===== config.mk =====
export PLATFORM = sky130hd
export DESIGN_NAME = fpga_io_top
export DESIGN_NICKNAME = d
export VERILOG_FILES = /design/src/source/io_map_pkg.sv /design/src/source/uart_pkg.sv /design/src/source/uart_transmit.sv /design/src/source/uart_receive.sv /design/src/source/uart.sv /design/src/source/io_registers.sv /design/src/source/fpga_io_top.sv
export SDC_FILE = /design/constraint.sdc
export NUM_CORES = 1
export LEC_CHECK = 0
export CORE_UTILIZATION = 55
export DETAILED_ROUTE_END_ITERATION = 8
export DONT_BUFFER_PORTS = 1
export PLACE_DENSITY = 0.74
export SYNTH_ARGS = -nofsm -noshare
export SYNTH_HDL_FRONTEND = slang
export SYNTH_SLANG_ARGS = --single-unit

===== constraint.sdc =====
create_clock -name clk50 -period 4.15 [get_ports clk50]
set_input_delay 0.83 -clock clk50 [delete_from_list [all_inputs] [get_ports clk50]]
set_output_delay 0.83 -clock clk50 [all_outputs]
set_load 0.05 [all_outputs]

===== src/source/io_map_pkg.sv =====
// Board I/O address map
// Byte addresses of the memory-mapped registers on the processor I/O bus
// and the widths of the board indicator ports
package io_map_pkg;

	// Bus address and data width
	localparam int io_width = 32;

	// Indicator registers, one word apart
	localparam logic [io_width-1:0] addr_red_led = 32'h00;
	localparam logic [io_width-1:0] addr_green_led = 32'h04;
	localparam logic [io_width-1:0] addr_hex0 = 32'h08;
	localparam logic [io_width-1:0] addr_hex1 = 32'h0c;
	localparam logic [io_width-1:0] addr_hex2 = 32'h10;
	localparam logic [io_width-1:0] addr_hex3 = 32'h14;

	// UART block
	localparam logic [io_width-1:0] addr_uart_status = 32'h18;
	localparam logic [io_width-1:0] addr_uart_data = 32'h1c;

	// Free-running cycle counter, read only
	localparam logic [io_width-1:0] addr_timer = 32'h24;

	// Board indicators
	localparam int red_led_width = 18;	// LEDR
	localparam int green_led_width = 9;	// LEDG
	localparam int hex_width = 7;		// Raw segments, no decoder

endpackage


===== src/source/uart_pkg.sv =====
// UART encoding and baud timing
// 8N1 framing at a fixed divide of clk50, plus the software view of
// the UART read word
package uart_pkg;

	localparam int baud_divide = 27;			// clk50 cycles per bit
	localparam int data_bits = 8;
	localparam int frame_bits = data_bits + 2;	// Start + data + stop

	// Counter sizes
	localparam int baud_count_width = $clog2(baud_divide);
	localparam int bit_count_width = $clog2(frame_bits + 1);

	// Counter reload values
	localparam logic [baud_count_width-1:0] baud_reload = baud_count_width'(baud_divide - 1);
	localparam logic [baud_count_width-1:0] half_reload = baud_count_width'(baud_divide / 2 - 1);
	localparam logic [bit_count_width-1:0] stop_index = bit_count_width'(frame_bits - 1);
	localparam logic [bit_count_width-1:0] tail_index = bit_count_width'(frame_bits);

	// Status word bits
	localparam int status_tx_ready = 0;
	localparam int status_rx_ready = 1;
	localparam int status_overrun = 2;

	// One read word, decoded per address
	typedef union packed {
		struct packed {
			logic [28:0] reserved;
			logic overrun;
			logic rx_ready;
			logic tx_ready;
		} status;
		struct packed {
			logic [23:0] reserved;
			logic [data_bits-1:0] rx_byte;
		} data;
	} uart_read_word;

endpackage


===== src/source/uart_transmit.sv =====
// UART transmitter
// Sends one byte as an 8N1 frame, start bit low and LSB first,
// holding the line high between frames
module uart_transmit(
	input logic clk50,
	input logic core_reset,
	input logic tx_start,
	input logic [uart_pkg::data_bits-1:0] tx_byte,
	output logic tx_busy,
	output logic uart_tx);

	logic [uart_pkg::frame_bits-1:0] tx_shift;		// Stop, data, start
	logic [uart_pkg::baud_count_width-1:0] baud_count;
	logic [uart_pkg::bit_count_width-1:0] bit_count;	// Bits left after current

	always_ff @(posedge clk50, posedge core_reset)
	begin
		if (core_reset)
		begin
			tx_busy <= 1'b0;
			tx_shift <= '1;		// Line idles high
			baud_count <= '0;
			bit_count <= '0;
		end
		else if (!tx_busy)
		begin
			if (tx_start)
			begin
				// Load full frame, start bit goes out now
				tx_busy <= 1'b1;
				tx_shift <= {1'b1, tx_byte, 1'b0};
				baud_count <= uart_pkg::baud_reload;
				bit_count <= uart_pkg::stop_index;
			end
		end
		else if (baud_count != '0)
			baud_count <= baud_count - uart_pkg::baud_count_width'(1);
		else if (bit_count == '0)
		begin
			// End of stop bit
			tx_busy <= 1'b0;
		end
		else
		begin
			// Next bit, ones fill from the top
			tx_shift <= {1'b1, tx_shift[uart_pkg::frame_bits-1:1]};
			bit_count <= bit_count - uart_pkg::bit_count_width'(1);
			baud_count <= uart_pkg::baud_reload;
		end
	end

	// Stop bit stays in bit 0 after the frame
	assign uart_tx = tx_shift[0];

endmodule


===== src/source/uart_receive.sv =====
// UART receiver
// Synchronizes the rx line, samples each bit at mid-period and
// delivers a byte only when the stop bit is high
module uart_receive(
	input logic clk50,
	input logic core_reset,
	input logic uart_rx,
	output logic rx_strobe,
	output logic [uart_pkg::data_bits-1:0] rx_byte);

	logic rx_meta;		// First sync stage
	logic rx_sync;		// Safe to use
	logic rx_last;		// For edge detect
	logic start_edge;
	logic sample_now;
	logic rx_active;
	logic stop_ok;
	logic [uart_pkg::baud_count_width-1:0] baud_count;
	logic [uart_pkg::bit_count_width-1:0] bit_index;	// 0 start, 1-8 data, 9 stop, 10 tail
	logic [uart_pkg::data_bits-1:0] rx_shift;

	always_ff @(posedge clk50, posedge core_reset)
	begin
		if (core_reset)
		begin
			rx_meta <= 1'b1;
			rx_sync <= 1'b1;
			rx_last <= 1'b1;
		end
		else
		begin
			rx_meta <= uart_rx;
			rx_sync <= rx_meta;
			rx_last <= rx_sync;
		end
	end

	assign start_edge = rx_last && !rx_sync;	// High to low
	assign sample_now = baud_count == '0;

	always_ff @(posedge clk50, posedge core_reset)
	begin
		if (core_reset)
		begin
			rx_active <= 1'b0;
			rx_strobe <= 1'b0;
			stop_ok <= 1'b0;
			baud_count <= '0;
			bit_index <= '0;
		end
		else
		begin
			rx_strobe <= 1'b0;
			if (!rx_active)
			begin
				if (start_edge)
				begin
					rx_active <= 1'b1;
					baud_count <= uart_pkg::half_reload;	// Aim for start-bit centre
					bit_index <= '0;
				end
			end
			else if (bit_index == uart_pkg::tail_index)
			begin
				// Half a bit past stop centre, or cut short by the next start
				if (start_edge || sample_now)
				begin
					rx_strobe <= stop_ok;
					rx_active <= start_edge;
					baud_count <= uart_pkg::half_reload;
					bit_index <= '0;
				end
				else
					baud_count <= baud_count - uart_pkg::baud_count_width'(1);
			end
			else if (!sample_now)
				baud_count <= baud_count - uart_pkg::baud_count_width'(1);
			else if (bit_index == '0)
			begin
				if (rx_sync)
					rx_active <= 1'b0;	// Glitch, start bit gone
				else
				begin
					bit_index <= bit_index + uart_pkg::bit_count_width'(1);
					baud_count <= uart_pkg::baud_reload;
				end
			end
			else if (bit_index == uart_pkg::stop_index)
			begin
				stop_ok <= rx_sync;		// Low means framing error
				bit_index <= uart_pkg::tail_index;
				baud_count <= uart_pkg::half_reload;
			end
			else
			begin
				bit_index <= bit_index + uart_pkg::bit_count_width'(1);
				baud_count <= uart_pkg::baud_reload;
			end
		end
	end

	// Data bits, LSB first
	always_ff @(posedge clk50)
	begin
		if (rx_active && sample_now && bit_index != '0 && bit_index < uart_pkg::stop_index)
			rx_shift <= {rx_sync, rx_shift[uart_pkg::data_bits-1:1]};
	end

	assign rx_byte = rx_shift;

endmodule


===== src/source/uart.sv =====
// UART register block
// Status and data words on the I/O bus, received byte holding with
// rx_ready and overrun, and transmit start on a data write
module uart(
	input logic clk50,
	input logic core_reset,
	input logic io_read_en,
	input logic io_write_en,
	input logic [io_map_pkg::io_width-1:0] io_address,
	input logic [io_map_pkg::io_width-1:0] io_write_data,
	output logic [io_map_pkg::io_width-1:0] uart_read_data,
	output logic uart_tx,
	input logic uart_rx);

	logic status_selected;
	logic data_selected;
	logic tx_start;
	logic tx_busy;
	logic rx_strobe;
	logic [uart_pkg::data_bits-1:0] rx_byte;
	logic [uart_pkg::data_bits-1:0] rx_data;	// Last byte received
	logic rx_ready;
	logic overrun;
	uart_pkg::uart_read_word read_word;

	assign status_selected = io_address == io_map_pkg::addr_uart_status;
	assign data_selected = io_address == io_map_pkg::addr_uart_data;

	// Writes while busy are dropped
	assign tx_start = io_write_en && data_selected && !tx_busy;

	uart_transmit uart_transmit(
		.clk50(clk50),
		.core_reset(core_reset),
		.tx_start(tx_start),
		.tx_byte(io_write_data[uart_pkg::data_bits-1:0]),
		.tx_busy(tx_busy),
		.uart_tx(uart_tx));

	uart_receive uart_receive(
		.clk50(clk50),
		.core_reset(core_reset),
		.uart_rx(uart_rx),
		.rx_strobe(rx_strobe),
		.rx_byte(rx_byte));

	always_ff @(posedge clk50, posedge core_reset)
	begin
		if (core_reset)
		begin
			rx_ready <= 1'b0;
			overrun <= 1'b0;
		end
		else
		begin
			if (io_read_en && data_selected)
				rx_ready <= 1'b0;		// Byte consumed
			if (io_read_en && status_selected)
				overrun <= 1'b0;
			if (rx_strobe)
			begin
				rx_ready <= 1'b1;
				if (rx_ready && !(io_read_en && data_selected))
					overrun <= 1'b1;	// Unread byte lost
			end
		end
	end

	always_ff @(posedge clk50)
	begin
		if (rx_strobe)
			rx_data <= rx_byte;
	end

	always_comb
	begin
		read_word = '0;
		if (status_selected)
		begin
			read_word.status.tx_ready = !tx_busy;
			read_word.status.rx_ready = rx_ready;
			read_word.status.overrun = overrun;
		end
		else if (data_selected)
			read_word.data.rx_byte = rx_data;
	end

	assign uart_read_data = read_word;

	// Only a data read consumes the byte
	assert property (@(posedge clk50) disable iff (core_reset)
		$fell(rx_ready) |-> $past(io_read_en && data_selected))
		else $error("rx_ready cleared without a data read");

	// Transmitter takes every accepted start
	assert property (@(posedge clk50) disable iff (core_reset)
		tx_start |=> tx_busy)
		else $error("tx_start not taken by the transmitter");

endmodule


===== src/source/io_registers.sv =====
// Board I/O registers
// LED and seven-segment registers written from the bus, a free-running
// cycle timer and the combinational read multiplexer
module io_registers(
	input logic clk50,
	input logic core_reset,
	input logic io_write_en,
	input logic [io_map_pkg::io_width-1:0] io_address,
	input logic [io_map_pkg::io_width-1:0] io_write_data,
	input logic [io_map_pkg::io_width-1:0] uart_read_data,
	output logic [io_map_pkg::io_width-1:0] io_read_data,
	output logic [io_map_pkg::red_led_width-1:0] red_led,
	output logic [io_map_pkg::green_led_width-1:0] green_led,
	output logic [io_map_pkg::hex_width-1:0] hex0,
	output logic [io_map_pkg::hex_width-1:0] hex1,
	output logic [io_map_pkg::hex_width-1:0] hex2,
	output logic [io_map_pkg::hex_width-1:0] hex3);

	logic [io_map_pkg::io_width-1:0] timer_value;

	always_ff @(posedge clk50, posedge core_reset)
	begin
		if (core_reset)
		begin
			red_led <= '0;
			green_led <= '0;
			hex0 <= '0;
			hex1 <= '0;
			hex2 <= '0;
			hex3 <= '0;
			timer_value <= '0;
		end
		else
		begin
			timer_value <= timer_value + io_map_pkg::io_width'(1);	// Wraps

			// Upper write bits dropped
			if (io_write_en)
			begin
				case (io_address)
					io_map_pkg::addr_red_led:
						red_led <= io_write_data[io_map_pkg::red_led_width-1:0];
					io_map_pkg::addr_green_led:
						green_led <= io_write_data[io_map_pkg::green_led_width-1:0];
					io_map_pkg::addr_hex0: hex0 <= io_write_data[io_map_pkg::hex_width-1:0];
					io_map_pkg::addr_hex1: hex1 <= io_write_data[io_map_pkg::hex_width-1:0];
					io_map_pkg::addr_hex2: hex2 <= io_write_data[io_map_pkg::hex_width-1:0];
					io_map_pkg::addr_hex3: hex3 <= io_write_data[io_map_pkg::hex_width-1:0];
					default: ;		// UART or unmapped
				endcase
			end
		end
	end

	// Same-cycle read, indicators are write only
	always_comb
	begin
		case (io_address)
			io_map_pkg::addr_uart_status,
			io_map_pkg::addr_uart_data:
				io_read_data = uart_read_data;
			io_map_pkg::addr_timer:
				io_read_data = timer_value;
			default:
				io_read_data = '0;
		endcase
	end

	// LEDs only move on a bus write
	assert property (@(posedge clk50) disable iff (core_reset)
		!$stable({red_led, green_led}) |-> $past(io_write_en))
		else $error("LED register changed without a write strobe");

endmodule


===== src/source/fpga_io_top.sv =====
// FPGA board I/O top
// Connects the processor-side I/O bus to the indicator registers,
// the cycle timer and the UART
module fpga_io_top(
	input logic clk50,
	input logic core_reset,

	// Processor I/O bus
	input logic io_write_en,
	input logic io_read_en,
	input logic [io_map_pkg::io_width-1:0] io_address,
	input logic [io_map_pkg::io_width-1:0] io_write_data,
	output logic [io_map_pkg::io_width-1:0] io_read_data,

	// Indicators
	output logic [io_map_pkg::red_led_width-1:0] red_led,
	output logic [io_map_pkg::green_led_width-1:0] green_led,
	output logic [io_map_pkg::hex_width-1:0] hex0,
	output logic [io_map_pkg::hex_width-1:0] hex1,
	output logic [io_map_pkg::hex_width-1:0] hex2,
	output logic [io_map_pkg::hex_width-1:0] hex3,

	// Serial port
	output logic uart_tx,
	input logic uart_rx);

	logic [io_map_pkg::io_width-1:0] uart_read_data;	// UART word into read mux

	io_registers io_registers(
		.clk50(clk50),
		.core_reset(core_reset),
		.io_write_en(io_write_en),
		.io_address(io_address),
		.io_write_data(io_write_data),
		.uart_read_data(uart_read_data),
		.io_read_data(io_read_data),
		.red_led(red_led),
		.green_led(green_led),
		.hex0(hex0),
		.hex1(hex1),
		.hex2(hex2),
		.hex3(hex3));

	// Decodes its own two addresses
	uart uart(
		.clk50(clk50),
		.core_reset(core_reset),
		.io_read_en(io_read_en),
		.io_write_en(io_write_en),
		.io_address(io_address),
		.io_write_data(io_write_data),
		.uart_read_data(uart_read_data),
		.uart_tx(uart_tx),
		.uart_rx(uart_rx));

endmodule


-- Yosys cells after proc, flatten, opt, wreduce, memory -nomap -nowiden
Index checks and enable logic that the tools add are counted.
- flip-flop bits (word level): 140
- bits in latches: 0
- memory bits (writable): 0
- ROM bits: 0
- bits of input ports: 69
- output and inout port bits: 88
- word-level logic and storage cells: 133
- memories kept: 0
- add/subtract/negate cells: 5
- $mul: 0
- div/mod/pow operators: 0
- order comparisons: 1
- equal/unequal tests: 17
- shifts and indexed selects: 0
- mux-type cells: 51
- bitwise operators: 2
- reductions and logical operators: 34
- operator list (operator ; count):
    $eq A32 B5 Y1 const B ; 4
    $mux W5 ; 13
    $eq A32 B4 Y1 const B ; 2
    $pmux W32 S2 ; 1
    $mux W4 ; 12
    $mux W10 ; 4
    $add A32 B1 Y32 const B ; 1
    $eq A32 B3 Y1 const B ; 1
    $eq A32 B6 Y1 const B ; 1
    $logic_not A32 Y1 ; 1
    $mux W1 ; 19
    $reduce_and A2 Y1 ; 8
    $sub A5 B1 Y5 const B ; 2
    $logic_and A1 B1 Y1 ; 9
    $eq A4 B4 Y1 const B ; 2
    $logic_not A4 Y1 ; 2
    $mux W8 ; 1
    $ne A3 B2 Y1 const B ; 2
    $reduce_bool A2 Y1 ; 3
    $logic_not A5 Y1 ; 1
    $ne A5 B5 Y1 const B ; 1
    $reduce_and A5 Y1 ; 1
    $reduce_bool A5 Y1 ; 1
    $add A4 B1 Y4 const B ; 1
    other kinds (13) ; 17

-- Logic depth before layout (Yosys ltp)
- depth after elaboration: 6
- depth in mapped cells: 8
- depth with buffers taken out: 7

-- Modules after synthesis
A second synthesis with hierarchy kept.
- cells, all modules: 596
- area total of the unflattened synthesis: 6862.8 um^2
- modules (own cells, without submodules) (module ; times used ; cells each ; area an instance (um^2)):
    io_registers ; 1 ; 337 ; 4095.2
    uart_receive ; 1 ; 90 ; 1084.8
    uart_transmit ; 1 ; 93 ; 952.2
    uart ; 1 ; 76 ; 730.7

-- Least setup slack after synthesis
Ideal clock, no wire load.
- kind: input -> output
- start point: input io_address[27] (netlist bit)
- end point: output io_read_data[1] (netlist bit)
- arrival: 2852 ps
- data required time: 3320 ps
- path slack: 468 ps
- stages on the path: 3
- buffers on the path: 0
- path through: or4_1 > or4_2 > o2bb2ai_1
- word-level cells in the longest chain between the ends: 4
- elaborated cells on any way between the ends: 7
- classes of those cells: 3 x eq/ne; 3 x mux; 1 x reduce/logical
- RTL lines (item ; line ; text):
    start, declared ; fpga_io_top.sv:11 ; input logic [io_map_pkg::io_width-1:0] io_address,
    $eq A32 B5 Y1 ; uart.sv:27, io_registers.sv:58 ;
    $mux W8 ; uart.sv:84 ; else if (data_selected)
    $mux W3 ; uart.sv:78 ; if (status_selected)
    $pmux W32 S2 * ; io_registers.sv:58 ; case (io_address)
    end, declared ; fpga_io_top.sv:13 ; output logic [io_map_pkg::io_width-1:0] io_read_data,
Mark *: on every way between the ends. The rest lies on a longest branch, timed or not.

-- Worst setup path in the final report
- start point: input io_address[27] (netlist bit)
- end point: output io_read_data[0] (netlist bit)
The elaborated chain is that of the path after synthesis.

==> impl_metrics.yaml <==
synth:
  synth-compound-area-share_pct: 5.30
  synth_cells: 500
  synthTopCellsByArea: "dfrtp_1, mux2_2, edfxtp_1, dfstp_2, xnor2_1"
  synth_top_family_by_area: "simple AND/OR/NAND/NOR gates"
  synthArstFlopShare_pct: 88.5
  seq_area_frac_synth_pct: 57.1
  synth-edff-count: 16
  synth.most_common_cell: "dfrtp_1"
  netlist_area_mm2: 0.00625
  yosys.area.top_type_share_pct: 44.4
  yosys.area_share.simple_pct: 16.4
  synth_ff_type: "dfrtp_1"
  synth_common_cells: "dfrtp_1, mux2_2, nand2_1, and2_1, xnor2_1"
  mappedNetlistNets: 579
  synth_top_area_cell: "dfrtp_1"
  synth-seq-cells: 139
  ys_warn_count: 0
  synth_fa_ha_area_share_pct: 2.00
  synth_xor_area_share_pct: 5.04
  synth_area_per_cell_um2: 12.5
  muxShareOfSynthArea_pct: 12.3
  ys_types: 58
place:
  place_congestion: 0.820
  port_buffers: 0
  pre_cts_slack_ns: 0.546
  post_dp_cell_area_mm2: 0.00666
  post-dp-hpwl_um: 8930
sta:
  fin_setup_tns_ns: 0
  fmax_ghz: 0.274
  slew_headroom_pct: 37.0
  setup_viol: 0
  post-route-min-period_ns: 3.64
  worstMarginPinSlew_ns: 0.945
  slew_viol_final: 0
  finClkSkew_ns: 0.00902
  hold-worst-slack_ns: 0.363
  grt_setup_unrepaired: "false"
  period_share_pct: 87.8
  fin_ws_ns: 0.506
  hold_violations: 0
floorplan:
  start_util_pct: 56.9
  die_h_um: 109
  ios: 157
  core_mm2: 0.0110
  die_x_um: 109
  placementRows: 38
  dieArea_mm2: 0.0118
drt:
  drt_pass1_iterations: 4
  via_per_inst: 5.80
  antenna_left: 0
  routed_wl_um: 13000
  vias: 4048
  drt-initial-drc-count: 235
  wl_per_cell_um: 18.6
  drc: 0
finish:
  regArea_mm2: 0.00357
  finalNetCount: 624
  multiInputGateArea_mm2: 0.00257
  fin_area_mm2: 0.00725
  layout-drive-gt1-share_pct: 28.3
  fillers: 815
  antenna_cells: 0
  synthToLayoutAreaGrowth_pct: 15.9
clock_network:
  clk_pin_slew_ns: 0.06
  clockBufferDepth: 2
  clock_latency_ns: 0.41
  h-tree-depth: 4
  root_buffer: "clkbuf_16"
  hold_buffers: 0
  post_cts_resized: 0
  cts_setup_buffers: 0
  cts_tree: "done"
  numCtsBuffers: 17
  clock-sinks: 139
critical_path:
  crit_fanout: 32
  cp-start-kind: "primary input"
  worstSetupPathType: "primary input to output port"
  endpoint_kind: "output port"
  cp_data_required_time_ns: 3.32
  worstPathArrival_ns: 2.81
power:
  p_leak_uw: 0.00340
  finalPower_uw: 3250
  vdd_drop_max_mv: 0.323
  p_per_area_mw_per_mm2: 448
global_route:
  grt_max_degree: 76
  overflow: 0
  track_usage_pct: 23.6
  grt_pass1_wl_um: 20800
  grt_pass1_vias: 4087
  antenna_found_initial: 0
worst_hold_path:
  worstHoldPathType: "flip-flop to flip-flop"
status:
  outcome: "complete, no violations"
run:
  cap_violations: 0
[critical path, stage by stage]
cell and delay, ns:
or4_1 0.63, nor3_1 0.32, and4b_1 0.26, buf_4 0.28, a22o_1 0.26, buf_4 0.22
[per-layer routing]
metal / part of all wire (%) / vias to the layer above / track usage [%]
met4: 1.2 / 0 / 8.40
met1: 42 / 2035 / 28.7
met3: 6.7 / 12 / 7.65
met2: 50 / 117 / 39.3
li1: - / 1884 / -
met5: 0 / - / 0
[worst paths after layout]
check,cells past startpoint,endpoint,slack (ns),from
min in group asynchronous,1,io_registers.red_led[15]$_DFFE_PP0P_,0.49,core_reset
hold reg to reg,0,uart.uart_receive.rx_sync$_DFF_PP1_,0.36,uart.uart_receive.rx_meta$_DFF_PP1_
max in group asynchronous,2,uart.uart_transmit.tx_shift[8]$_DFFE_PP1P_,2.74,core_reset
hold / removal,0,uart.uart_receive.rx_sync$_DFF_PP1_,0.36,uart.uart_receive.rx_meta$_DFF_PP1_
setup reg to reg,4,uart.uart_transmit.bit_count[0]$_DFFE_PP0P_,1.67,uart.uart_transmit.tx_busy$_DFF_PP0_
setup / recovery,6,io_read_data[0],0.51,io_address[27]
[cells in the final DEF (no fill, tap or decap), types with 8 or more instances in the layout]
cell type  Yosys  final
inv_6          0      8
clkbuf_16      0     17
xor2_1        10     10
inv_1         12     11
buf_4          0     37
nor2_1        22     22
mux2i_1        9      9
nand4_1       11     11
o21ai_0       12     12
and2_1        27     27
mux2_2        47     47
xnor2_1       26     26
dfstp_2       12     12
nor3_1        10     10
mux2_4        10     10
nand3_1       15     15
dfrtp_1      111    111
a21oi_1       10     10
edfxtp_1      16     16
nand2_1       35     35
ha_1          10     10
nor4_1         8      8
[where the power goes]
group / switching, µW / internal (µW) / total, µW / leakage [µW]
Clock: 646 / 861 / 1510 / 0.000294
Combinational: 140 / 114 / 253 / 0.00136
Sequential: 58.2 / 1430 / 1490 / 0.00175
Total: 844 / 2410 / 3250 / 0.00340
[per-stage QoR]
step | instances | util (%)
after floorplan | 500 | -
after global placement | 666 | 60.6
after detailed placement | 666 | 60.6
after CTS | 698 | 66.0
after global routing | 698 | 66.0
final | 698 | 66.0
[sequential cells by signal, indices dropped and copies added (netlist names), 4 cells and up]
| signal | count |
|---|---|
| uart.uart_receive.rx_byte | 8 |
| uart.uart_transmit.bit_count | 4 |
| io_registers.hex0 | 7 |
| io_registers.hex3 | 7 |
| uart.uart_receive.bit_index | 4 |
| uart.uart_transmit.tx_shift | 9 |
| io_registers.hex2 | 7 |
| io_registers.green_led | 9 |
| uart.uart_receive.baud_count | 5 |
| uart.rx_data | 8 |
| io_registers.red_led | 18 |
| io_registers.timer_value | 32 |
| io_registers.hex1 | 7 |
| uart.uart_transmit.baud_count | 5 |
[logic make-up (layout without fill, tap and decap cells)]
logic type	after synthesis	count (layout)
XOR/XNOR	36	36
adder cells (fa/ha/maj)	10	10
multiplexers	66	66
flip-flops	139	139
AND/OR/NAND/NOR	175	175
AO/OA/AOI/OAI	50	50
buffers and inverters	24	82
[cell type report]
cell class | count | area share (%)
multi-input combinational | 337 | 35.4
timing repair buffer | 38 | 4.11
inverter | 12 | 0.656
sequential | 139 | 49.3
tap | 140 | 2.42
clock inverter | 15 | 2.28
clock buffer | 17 | 5.87
(Power assumes the default switching activity.)
